<file path="src/common/vec_pkg.sv">
`default_nettype none

package vec_pkg;

  //////////////////////////////
  // Widths
  //////////////////////////////

  localparam int unsigned ElemWidth = 32;
  localparam int unsigned NrVRegs   = 8;

  typedef logic [ElemWidth-1:0]       elem_t;
  typedef logic [$clog2(NrVRegs)-1:0] vreg_idx_t;

  //////////////////////////////
  // Opcodes
  //////////////////////////////

  // Core opcodes, encodings 7 to 15 are illegal
  typedef enum logic [3:0] {
    VBCAST  = 4'd0,
    VADD    = 4'd1,
    VSUB    = 4'd2,
    VAND    = 4'd3,
    VXOR    = 4'd4,
    VADDS   = 4'd5,
    VREDSUM = 4'd6
  } acc_op_e;

  // Element ALU operation
  typedef enum logic [2:0] {
    PASS_B = 3'd0,
    ADD    = 3'd1,
    SUB    = 3'd2,
    AND    = 3'd3,
    XOR    = 3'd4
  } alu_op_e;

  //////////////////////////////
  // Requests and responses
  //////////////////////////////

  // Request from the scalar core
  typedef struct packed {
    acc_op_e   op;
    vreg_idx_t vd;
    vreg_idx_t vs1;
    vreg_idx_t vs2;
    elem_t     scalar;
  } acc_req_t;

  // Decoded request as seen by every lane
  typedef struct packed {
    alu_op_e   alu_op;
    vreg_idx_t vd;
    vreg_idx_t vs1;
    vreg_idx_t vs2;
    logic      use_scalar;  // Operand B comes from scalar
    logic      write_en;
    logic      reduce;
    logic      illegal;
    elem_t     scalar;
  } lane_req_t;

  // Response toward the scalar core
  typedef struct packed {
    elem_t data;
    logic  err;
  } acc_resp_t;

endpackage

`default_nettype wire
</file>
<file path="src/rtl/vec_core.sv">
`timescale 1ns/100ps
`default_nettype none

module vec_core #(
  parameter int unsigned NrLanes    = 4,
  parameter int unsigned QueueDepth = 4
) (
  input  logic               clk_i,
  input  logic               rst_ni,
  // Request port from the scalar core
  input  vec_pkg::acc_req_t  acc_req_i,
  input  logic               acc_req_valid_i,
  output logic               acc_req_ready_o,
  // Response port to the scalar core
  output vec_pkg::acc_resp_t acc_resp_o,
  output logic               acc_resp_valid_o,
  input  logic               acc_resp_ready_i
);

  vec_pkg::lane_req_t push_req;
  vec_pkg::lane_req_t head_req;
  logic               push;
  logic               pop;
  logic               queue_not_full;
  logic               queue_not_empty;

  //////////////////////////////
  // Decode
  //////////////////////////////

  vec_dispatcher u_dispatcher (
    .acc_req_i       (acc_req_i      ),
    .acc_req_valid_i (acc_req_valid_i),
    .acc_req_ready_o (acc_req_ready_o),
    .queue_ready_i   (queue_not_full ),
    .push_o          (push           ),
    .lane_req_o      (push_req       )
  );

  //////////////////////////////
  // Request queue
  //////////////////////////////

  vec_req_queue #(
    .QueueDepth (QueueDepth)
  ) u_req_queue (
    .clk_i       (clk_i          ),
    .rst_ni      (rst_ni         ),
    .push_i      (push           ),
    .data_i      (push_req       ),
    .pop_i       (pop            ),
    .data_o      (head_req       ),
    .not_full_o  (queue_not_full ),
    .not_empty_o (queue_not_empty)
  );

  //////////////////////////////
  // Lanes and response
  //////////////////////////////

  vec_exec #(
    .NrLanes (NrLanes)
  ) u_exec (
    .clk_i            (clk_i           ),
    .rst_ni           (rst_ni          ),
    .req_i            (head_req        ),
    .req_valid_i      (queue_not_empty ),
    .pop_o            (pop             ),
    .acc_resp_o       (acc_resp_o      ),
    .acc_resp_valid_o (acc_resp_valid_o),
    .acc_resp_ready_i (acc_resp_ready_i)
  );

endmodule

`default_nettype wire

</file>
<file path="src/lane/vec_exec.sv">
`timescale 1ns/100ps
`default_nettype none

module vec_exec #(
  parameter int unsigned NrLanes = 4
) (
  input  logic               clk_i,
  input  logic               rst_ni,
  // Head of the request queue
  input  vec_pkg::lane_req_t req_i,
  input  logic               req_valid_i,
  output logic               pop_o,
  // Core response port
  output vec_pkg::acc_resp_t acc_resp_o,
  output logic               acc_resp_valid_o,
  input  logic               acc_resp_ready_i
);

  vec_pkg::elem_t [NrLanes-1:0] lane_result;
  vec_pkg::elem_t [NrLanes-1:0] lane_vs1;
  vec_pkg::elem_t               red_sum;
  vec_pkg::acc_resp_t           resp_d;
  vec_pkg::acc_resp_t           resp_q;
  logic                         resp_valid_q;

  //////////////////////////////
  // Issue
  //////////////////////////////

  // Response slot free now or emptied by a transfer this cycle
  assign pop_o = req_valid_i & (~resp_valid_q | acc_resp_ready_i);

  //////////////////////////////
  // Lanes
  //////////////////////////////

  for (genvar l = 0; l < NrLanes; l++) begin : gen_lanes
    vec_lane u_lane (
      .clk_i      (clk_i         ),
      .rst_ni     (rst_ni        ),
      .exec_i     (pop_o         ),
      .req_i      (req_i         ),
      .result_o   (lane_result[l]),
      .vs1_elem_o (lane_vs1[l]   )
    );
  end : gen_lanes

  // Cross-lane sum, wraps at element width
  always_comb begin
    red_sum = '0;
    for (int l = 0; l < NrLanes; l++) begin
      red_sum = red_sum + lane_vs1[l];
    end
  end

  //////////////////////////////
  // Response register
  //////////////////////////////

  always_comb begin
    resp_d.err  = 1'b0;
    resp_d.data = lane_result[0];
    if (req_i.illegal) begin
      resp_d.err  = 1'b1;
      resp_d.data = '0;
    end else if (req_i.reduce) begin
      resp_d.data = red_sum;
    end
  end

  always_ff @(posedge clk_i or negedge rst_ni) begin
    if (!rst_ni) begin
      resp_valid_q <= 1'b0;
      resp_q       <= '0;
    end else if (pop_o) begin
      resp_valid_q <= 1'b1;
      resp_q       <= resp_d;
    end else if (acc_resp_ready_i) begin
      resp_valid_q <= 1'b0;
    end
  end

  assign acc_resp_o       = resp_q;
  assign acc_resp_valid_o = resp_valid_q;

endmodule

`default_nettype wire

</file>
<file path="src/lane/vec_lane.sv">
`timescale 1ns/100ps
`default_nettype none

module vec_lane (
  input  logic               clk_i,
  input  logic               rst_ni,
  input  logic               exec_i,
  input  vec_pkg::lane_req_t req_i,
  output vec_pkg::elem_t     result_o,
  output vec_pkg::elem_t     vs1_elem_o
);

  // This lane's element of every vector register
  vec_pkg::elem_t vrf_q [vec_pkg::NrVRegs];

  vec_pkg::elem_t opa;
  vec_pkg::elem_t opb;

  //////////////////////////////
  // Operand read
  //////////////////////////////

  assign opa        = vrf_q[req_i.vs1];
  assign opb        = req_i.use_scalar ? req_i.scalar : vrf_q[req_i.vs2];
  assign vs1_elem_o = opa;

  //////////////////////////////
  // Element ALU
  //////////////////////////////

  always_comb begin
    case (req_i.alu_op)
      vec_pkg::ADD:    result_o = opa + opb;
      vec_pkg::SUB:    result_o = opa - opb;
      vec_pkg::AND:    result_o = opa & opb;
      vec_pkg::XOR:    result_o = opa ^ opb;
      default:         result_o = opb;
    endcase
  end

  //////////////////////////////
  // Register write
  //////////////////////////////

  always_ff @(posedge clk_i or negedge rst_ni) begin
    if (!rst_ni) begin
      for (int r = 0; r < vec_pkg::NrVRegs; r++) begin
        vrf_q[r] <= '0;
      end
    end else if (exec_i && req_i.write_en) begin
      vrf_q[req_i.vd] <= result_o;
    end
  end

endmodule

`default_nettype wire

</file>
<file path="src/rtl/vec_req_queue.sv">
`timescale 1ns/100ps
`default_nettype none

module vec_req_queue #(
  parameter int unsigned QueueDepth = 4
) (
  input  logic               clk_i,
  input  logic               rst_ni,
  input  logic               push_i,
  input  vec_pkg::lane_req_t data_i,
  input  logic               pop_i,
  output vec_pkg::lane_req_t data_o,
  output logic               not_full_o,
  output logic               not_empty_o
);

  localparam int unsigned PtrWidth = (QueueDepth > 1) ? $clog2(QueueDepth) : 1;
  localparam int unsigned CntWidth = $clog2(QueueDepth + 1);

  typedef logic [PtrWidth-1:0] ptr_t;
  typedef logic [CntWidth-1:0] cnt_t;

  vec_pkg::lane_req_t mem_q [QueueDepth];
  ptr_t               wr_ptr_q;
  ptr_t               rd_ptr_q;
  cnt_t               count_q;
  logic               do_push;
  logic               do_pop;

  assign not_full_o  = (count_q != cnt_t'(QueueDepth));
  assign not_empty_o = (count_q != '0);

  // A pop in the same cycle frees the slot for a push into a full queue
  assign do_pop  = pop_i & not_empty_o;
  assign do_push = push_i & (not_full_o | do_pop);

  assign data_o = mem_q[rd_ptr_q];

  //////////////////////////////
  // Pointers and occupancy
  //////////////////////////////

  always_ff @(posedge clk_i or negedge rst_ni) begin
    if (!rst_ni) begin
      wr_ptr_q <= '0;
      rd_ptr_q <= '0;
      count_q  <= '0;
    end else begin
      if (do_push) begin
        wr_ptr_q <= (wr_ptr_q == ptr_t'(QueueDepth - 1)) ? '0 : wr_ptr_q + 1'b1;
      end
      if (do_pop) begin
        rd_ptr_q <= (rd_ptr_q == ptr_t'(QueueDepth - 1)) ? '0 : rd_ptr_q + 1'b1;
      end
      if (do_push && !do_pop) begin
        count_q <= count_q + 1'b1;
      end else if (do_pop && !do_push) begin
        count_q <= count_q - 1'b1;
      end
    end
  end

  // Storage
  always_ff @(posedge clk_i) begin
    if (do_push) begin
      mem_q[wr_ptr_q] <= data_i;
    end
  end

endmodule

`default_nettype wire

</file>
<file path="src/dispatcher/vec_dispatcher.sv">
`timescale 1ns/100ps
`default_nettype none

module vec_dispatcher (
  // Core request port
  input  vec_pkg::acc_req_t  acc_req_i,
  input  logic               acc_req_valid_i,
  output logic               acc_req_ready_o,
  // Request queue
  input  logic               queue_ready_i,
  output logic               push_o,
  output vec_pkg::lane_req_t lane_req_o
);

  //////////////////////////////
  // Handshake
  //////////////////////////////

  assign acc_req_ready_o = queue_ready_i;
  assign push_o          = acc_req_valid_i & queue_ready_i;

  //////////////////////////////
  // Decode
  //////////////////////////////

  always_comb begin
    // Register fields and scalar pass straight through
    lane_req_o            = '0;
    lane_req_o.vd         = acc_req_i.vd;
    lane_req_o.vs1        = acc_req_i.vs1;
    lane_req_o.vs2        = acc_req_i.vs2;
    lane_req_o.scalar     = acc_req_i.scalar;
    lane_req_o.alu_op     = vec_pkg::PASS_B;
    lane_req_o.write_en   = 1'b1;

    case (acc_req_i.op)
      vec_pkg::VBCAST: begin
        lane_req_o.use_scalar = 1'b1;
      end
      vec_pkg::VADD: lane_req_o.alu_op = vec_pkg::ADD;
      vec_pkg::VSUB: lane_req_o.alu_op = vec_pkg::SUB;
      vec_pkg::VAND: lane_req_o.alu_op = vec_pkg::AND;
      vec_pkg::VXOR: lane_req_o.alu_op = vec_pkg::XOR;
      vec_pkg::VADDS: begin
        lane_req_o.alu_op     = vec_pkg::ADD;
        lane_req_o.use_scalar = 1'b1;
      end
      vec_pkg::VREDSUM: begin
        // Sum of vs1 across lanes, nothing written
        lane_req_o.write_en = 1'b0;
        lane_req_o.reduce   = 1'b1;
      end
      default: begin
        lane_req_o.write_en = 1'b0;
        lane_req_o.illegal  = 1'b1;
      end
    endcase
  end

endmodule

`default_nettype wire

</file>
<file path="config.mk">
export PLATFORM = sky130hd
export DESIGN_NAME = vec_core
export DESIGN_NICKNAME = d
export VERILOG_FILES = /design/src/common/vec_pkg.sv /design/src/rtl/vec_core.sv /design/src/lane/vec_exec.sv /design/src/lane/vec_lane.sv /design/src/rtl/vec_req_queue.sv /design/src/dispatcher/vec_dispatcher.sv
export SDC_FILE = /design/constraint.sdc
export NUM_CORES = 2
export LEC_CHECK = 0
export ABC_AREA = 0
export BUFFER_PORTS_ARGS = -buffer_cell sky130_fd_sc_hd__buf_4
export CORE_ASPECT_RATIO = 0.75
export CORE_UTILIZATION = 33
export DETAILED_ROUTE_END_ITERATION = 8
export SLEW_MARGIN = 20
export SYNTH_ARGS = -nofsm -noshare
export SYNTH_HDL_FRONTEND = slang
export SYNTH_SLANG_ARGS = --single-unit
export TNS_END_PERCENT = 1
</file>
<file path="constraint.sdc">
create_clock -name clk_i -period 8.2 [get_ports clk_i]
set_input_delay 1.64 -clock clk_i [delete_from_list [all_inputs] [get_ports clk_i]]
set_output_delay 1.64 -clock clk_i [all_outputs]
set_load 0.1 [all_outputs]
</file>
Yosys cells after proc, flatten, opt, wreduce, memory -nomap -nowiden:

Memories as Yosys holds them, arrays and structs flattened.
Index checks and enable logic that the tools add are counted.

* latch bits: 0
* bits in read-only memories: 0
* word-level logic and storage cells: 157
* memories kept: 1
* output and inout port bits: 35
* memory bits (writable): 192
* register bits after elaboration: 1065
* input bits: 49

Memories
* u_req_queue.mem_q: depth 4, width 48, rd ports 1, clocked after memory_dff 0, write ports 1, line vec_req_queue.sv:23 `vec_pkg::lane_req_t mem_q [QueueDepth];`

* add/subtract/negate cells: 15
* multiplexer cells: 54
* reduce and logical (&&, ||, !) cells: 14
* shift-type cells: 0
* divide/modulo/power cells: 0
* $mul: 0
* bitwise gates (word level): 18
* magnitude comparators: 4
* equal/unequal tests: 13

Operators with widths (number)
* 256-bit bitwise mux: 4
* 32-bit binary-select mux with 3-bit select: 8
* 32-bit 2-to-1 mux: 23
* 32-bit case mux with 4 select lines: 4
* 32-bit adder: 7
* 32-bit AND: 4
* 32-bit subtractor: 4
* 32-bit XOR: 4
* 32-bit demux with 3-bit select: 1
* 4-bit by 3-bit == test with 1-bit output, second input constant: 3
* 4-bit greater-or-equal comparator, second input constant: 3
* 3-bit NOT with 4-bit output: 3
* 3-bit case mux with 4 select lines: 1
* 1-bit 2-to-1 mux: 9
* 4-bit by 2-bit == test with 1-bit output, second input constant: 2
* 7-bit OR reduction: 1
* 3-bit by 2-bit == test with 1-bit output, second input constant: 2
* 3-bit 2-to-1 mux: 2
* 6-bit OR reduction: 1
* 2-bit by 1-bit adder with 2-bit output, second input constant: 2
* 1-bit AND: 4
* 2-bit == test, second input constant: 2
* 4-bit by 1-bit == test with 1-bit output, second input constant: 1
* 1-bit logical AND: 4
* other kinds (14): 19

Longest topological paths before layout:

* word-level depth: 10
* depth in mapped cells: 33
* mapped depth without buffers: 26

Hierarchy:

Synthesis repeated with hierarchy kept, for this count alone.

* cell total of the unflattened synthesis: 7876
* area, all modules: 82978.3 µm²

By module, submodules not included
* vec_lane at u_exec.gen_lanes[3].u_lane: sequential area each 6406.1 µm², cells each 1757, area an instance 17843.4 µm², instances 1
* vec_lane at u_exec.gen_lanes[2].u_lane: sequential area each 6406.1 µm², cells each 1653, area an instance 17407.9 µm², instances 1
* vec_lane at u_exec.gen_lanes[0].u_lane: sequential area each 6406.1 µm², cells each 1835, area an instance 17406.7 µm², instances 1
* vec_lane at u_exec.gen_lanes[1].u_lane: sequential area each 6406.1 µm², cells each 1649, area an instance 17392.9 µm², instances 1
* vec_req_queue: sequential area each 5940.7 µm², cells each 287, area an instance 7344.5 µm², instances 1
* vec_exec: sequential area each 850.8 µm², cells each 643, area an instance 5192.5 µm², instances 1
* vec_dispatcher: sequential area each 0.0 µm², cells each 52, area an instance 390.4 µm², instances 1

Worst setup path after synthesis:

Ideal clock, no wire load.

* path kind: flip-flop to flip-flop
* start: reg u_req_queue.rd_ptr_q[1]
* end: reg u_exec.resp_q, in the netlist u_exec.acc_resp_o[30]
* library setup time: 104 ps
* data required time: 8096 ps
* path buffers: 7
* stages on the path, launching flop included: 28
* path slack: 511 ps
* clock period less this slack: 7689 ps
* arrival: 7585 ps
* cells stage by stage: dfrtp_1 > buf_6 > buf_2 > buf_2 > buf_1 > mux4_2 > clkbuf_1 > clkbuf_1 > buf_1 > mux4_2 > mux2i_1 > fa_1 > inv_1 > fa_1 > ha_1 > fa_1 > a21o_1 > a21oi_1 > o21ai_0 > o211ai_1 > nor3_1 > o31a_1 > o21a_1 > o41a_1 > a21o_1 > a211oi_1 > nor4_1 > a221oi_1

* cells in the longest elaborated chain, start to end: 10
* elaborated cells between the ends (all ways): 33
* those cells by class: add/sub: 5; eq/ne: 4; mux: 19; bitwise: 4; memory: 1

RTL lines
* start: declaration: line vec_req_queue.sv:25 `ptr_t rd_ptr_q;`
* start signal: assignment: line vec_req_queue.sv:53 `rd_ptr_q <= (rd_ptr_q == ptr_t'(QueueDepth - 1)) ? '0 : rd_ptr_q + 1'b1;`
* memory read 4 x 48 bit *
* 3-bit NOT with 4-bit output (on tied branches): line vec_lane.sv:23, vec_lane.sv:24
* 32-bit binary-select mux with 3-bit select (on tied branches): line vec_lane.sv:23, vec_lane.sv:24
* 32-bit 2-to-1 mux (on tied branches) (2 in series): line vec_lane.sv:23, vec_lane.sv:24
* 32-bit adder or 32-bit 2-to-1 mux (tied branches): line vec_exec.sv:52, vec_lane.sv:24
* 32-bit adder (tied with other cells): line vec_exec.sv:52 `red_sum = red_sum + lane_vs1[l];`
* 32-bit adder or 32-bit case mux with 4 select lines (tied branches): line vec_exec.sv:52, vec_lane.sv:32
* 32-bit 2-to-1 mux: line vec_exec.sv:66 `end else if (req_i.reduce) begin`
* 32-bit 2-to-1 mux *: line vec_exec.sv:63 `if (req_i.illegal) begin`
* end signal: assignment: line vec_exec.sv:77 `resp_q <= resp_d;`
* end: declaration: line vec_exec.sv:23 `vec_pkg::acc_resp_t resp_q;`

Every way passes the cells marked *; elsewhere a longest branch is shown, timed or not. The select of a mux whose other input is x is not followed.
A chain may end at the register's enable or synchronous reset.

Worst setup path after layout:

* start: reg u_req_queue.rd_ptr_q[0]
* end: reg u_exec.gen_lanes[3].u_lane.vrf_q[156] (netlist bit)

* cells in the longest elaborated chain, start to end: 9
* elaborated cells between the ends (all ways): 27
* those cells by class: add/sub: 2; order compare: 2; eq/ne: 4; mux: 11; bitwise: 5; reduce/logical: 2; memory: 1

RTL lines
* memory read 4 x 48 bit *
* 3-bit NOT with 4-bit output (not written as such): line vec_lane.sv:24 `assign opb = req_i.use_scalar ? req_i.scalar : vrf_q[req_i.vs2];`
* 32-bit binary-select mux with 3-bit select: line vec_lane.sv:24
* 32-bit 2-to-1 mux (not written as such) (2 in series): line vec_lane.sv:24
* 32-bit 2-to-1 mux: line vec_lane.sv:24
* 32-bit subtractor (tied with other cells): line vec_lane.sv:34 `vec_pkg::SUB: result_o = opa - opb;`
* 32-bit case mux with 4 select lines: line vec_lane.sv:32 `case (req_i.alu_op)`
* 256-bit bitwise mux: line vec_lane.sv:51 `vrf_q[req_i.vd] <= result_o;`
* end signal: indexed assignment: line vec_lane.sv:51
* end: declaration: line vec_lane.sv:14 `vec_pkg::elem_t vrf_q [vec_pkg::NrVRegs];`

Marks and branches as above.

==> flow_summary.yaml <==
clock_tree:
  cts-root-buf: "clkbuf_16"
  cts_buffer_depth: 4
  clkLatencyLatePin_ps: 840
  cts_tree: "done"
  ctsHtreeMaxLevel: 4
  cts_hold_buf: 0
  numCtsBuffers: 142
  clk_transition_reported_paths_ps: 70
  cts_sinks: 1257
drt:
  top_layer_used: "met5"
  finalWirelength_mm: 316
  ant_nets: 0
  route.met3.wl_mm: 45.0
  viasPerCell: 5.99
  num_vias: 68200
  drcViolationCount: 0
  routedWlPerCell_um: 27.8
  dr_wl_met2_mm: 126
  drt_iter0_markers: 9484
  met1_length_mm: 132
  first_pass_iters: 8
synth:
  yosys_register_bits: 1257
  yosysTopAreaCell: "dfrtp_1"
  syn_inst: 8070
  postSynthAreaPerCell_um2: 9.89
  synth_ff_type: "dfrtp_1"
  synth-edff-count: 192
  syn_nets: 8479
  yosysUniqueCellTypes: 90
  yosys_warnings: 0
  yosysTopAreaCellShare_pct: 33.4
  netlist_area_um2: 79800
  synth.area.top_cells: "dfrtp_1 (33%), mux4_2 (10%), nand2_1 (8.8%), edfxtp_1 (7.2%), mux2i_1 (5.5%)"
  async_reset_ff_share_pct: 84.7
  ys_seq_area_share_pct: 40.6
critical_path:
  worst-path-buf-inv: 3
  cp.depth: 22
  crit_family: "compound AO/OA/AOI/OAI gates"
  cpMaxStageDelayCell: "mux4_4"
  required_ps: 8960
  critPathArrivalTime_ps: 8670
  crit_fanout: 27
  crit_path_start_kind: "register"
  end_kind: "register"
  worstRegToRegCells: 22
  cp_cell_sequence: "mux4_4 -> nor2b_4 -> buf_12 -> a221o_1 -> inv_1 -> ha_1 -> nor2_1 -> xnor2_1 -> ha_1 -> nor2b_1 -> o21a_1 -> o21ai_0 -> a2111oi_0 -> buf_4 -> nor3_1 -> o41a_1 -> o31a_1 -> o21ai_0 -> a2111oi_0 -> a31oi_1 -> o22ai_1 -> mux2_2"
  reg2reg_setup_slack_ps: 290
  cp_slowest_stage_delay_ps: 1030
  worst-setup-path-type: "register to register"
global_route:
  grt_start_max_net_pins: 168
  grt_pass1_wl_mm: 458
  antenna_found_initial: 19
  grt_pass1_vias: 64600
  gr-total-overflow: 0
  grt_usage_pct: 25.3
cells_and_area:
  drive_gt1_share_pct: 15.6
  multi_input_area_um2: 44500
  fin_nets: 8459
  area_growth_pct: 12.4
  seq_area_um2: 32400
  fillers: 23300
  instances_no_fill: 11400
floorplanning:
  num_rows: 155
  io_pins: 84
  initial_core_util_pct: 33.4
  die_width_um: 570
  die_y_um: 428
  core_area_um2: 239000
  dieArea_um2: 244000
sta:
  setup_tns_ps: 0
  relSlewSlack_pct: 15.9
  drv_slew: 0
  layout_min_cycle_time_ps: 7910
  fin_crit_sh_pct: 96.5
  worst_pin_slew_ps: 1260
  fmax_mhz: 126
  holdWs_ps: 477
  setup_viol: 0
  skew_ps: 81.6
  timing.final.ws_setup_ps: 286
  rsz0062_at_grt: "false"
  finalHoldViolCount: 0
flow_run:
  maxCapViolations: 0
outcome:
  status: "finished clean"
place:
  dp_cells: 11100
  dp_slack_ps: 204
  hpwl_mm: 212
  routabilityCongestion: 1.01
  place.port_buffers: 83
worst_hold_path:
  min_path_type: "register to register"
  hold_path_depth: 2
## Yosys cell counts, drive strengths merged, types with 53 or more instances
master  number
inv        187
mux2i      438
o21ai      918
nor3        62
nor2       283
dfrtp     1065
ha         293
buf        185
nand2     1867
xor2        88
xnor2      155
a21o        72
mux2       227
mux4       358
clkbuf     374
nand3       70
fa          67
a211oi      53
a21oi      337
a221oi      72
edfxtp     192
## metal layers
layer  up-vias  global-route usage [%]
li1      29000                       -
met1     34100                    36.2
met2      4252                    34.4
met3       730                    9.62
met4        32                    9.11
met5         -                       0
## through the flow
step	area [um2]	utilization, %
after floorplan	79800	-
after global placement	84900	35.5
after detailed placement	84900	35.5
after CTS	89600	37.5
after global routing	89700	37.5
final	89700	37.5
## tightest hold or removal path: cells and delay by family (launching register included)
| kind | cells | cell delay (ps) |
|---|---|---|
| flip-flops | 1 | 340 |
| AND/OR/NAND/NOR | 2 | 100 |
## registers in the layout (all words and copies together) (netlist names)
register	cells
u_exec.acc_resp_o	33
u_exec.acc_resp_valid_o	1
u_req_queue.mem_q	192
u_req_queue.rd_ptr_q	2
u_req_queue.count_q	3
u_exec.gen_lanes.u_lane.vrf_q	1024
u_req_queue.wr_ptr_q	2
## logic make-up (layout without fill, tap and decap cells)
family | Yosys count | after routing | share of synthesized area, %
adder cells (fa/ha/maj) | 360 | 360 | 6.27
AND/OR/NAND/NOR | 2525 | 2525 | 13.0
buffers and inverters | 746 | 823 | 4.02
other | 0 | 8 | 0
AO/OA/AOI/OAI | 1916 | 1916 | 14.6
flip-flops | 1257 | 1257 | 40.6
multiplexers | 1023 | 1023 | 18.8
XOR/XNOR | 243 | 243 | 2.67
## cell usage in the layout, fill, tap and decap left out, types with 28 or more instances in the layout
cell       instances
a211oi_1          53
a21o_1            72
a21oi_1          337
a221o_1           41
a221oi_1          68
a222oi_1          31
a22oi_1           51
a31oi_1           42
buf_12            30
buf_4            361
clkbuf_16        146
dfrtp_1         1063
edfxtp_1         192
fa_1              67
ha_1             293
inv_1            184
mux2_2           217
mux2i_1          438
mux4_2           352
nand2_1         1855
nand2b_1          39
nand3_1           69
nor2_1           269
nor2b_1           42
nor3_1            59
o21ai_0          854
o21ai_1           59
o221ai_1          30
o22ai_1           38
o31ai_1           28
xnor2_1          155
xor2_1            88
## repair_timing
| action | in CTS | in global routing |
|---|---|---|
| resized for setup | 0 | 4 |
| setup buffers | 0 | 0 |
| endpoints found under the setup margin | 0 | 48 |
## final cells by class
| cell class | count | share of cell area (%) |
|---|---|---|
| multi-input cells | 6067 | 49.6 |
| diodes | 8 | 0.0223 |
| repair buffers | 395 | 3.76 |
| clock buffers | 190 | 4.48 |
| well taps | 3218 | 4.49 |
| flip-flops and latches | 1257 | 36.2 |
| clock inverters | 51 | 0.710 |
| inverters | 187 | 0.783 |
## path summary, 6_finish.rpt
| check | from | to |
|---|---|---|
| min in group asynchronous | rst_ni | u_exec.gen_lanes[1].u_lane.vrf_q[104] |
| max in group asynchronous | rst_ni | u_exec.gen_lanes[0].u_lane.vrf_q[249] |
| max | u_req_queue.rd_ptr_q[0] | u_exec.gen_lanes[3].u_lane.vrf_q[156] |
| max reg2reg | u_req_queue.rd_ptr_q[0] | u_exec.gen_lanes[3].u_lane.vrf_q[156] |
| min | u_exec.acc_resp_o[0] | u_exec.acc_resp_o[0] |
| min reg2reg | u_exec.acc_resp_o[0] | u_exec.acc_resp_o[0] |
Power is not shown: default switching activity piles up to over one toggle a cycle in this logic, so the estimate is an artifact.
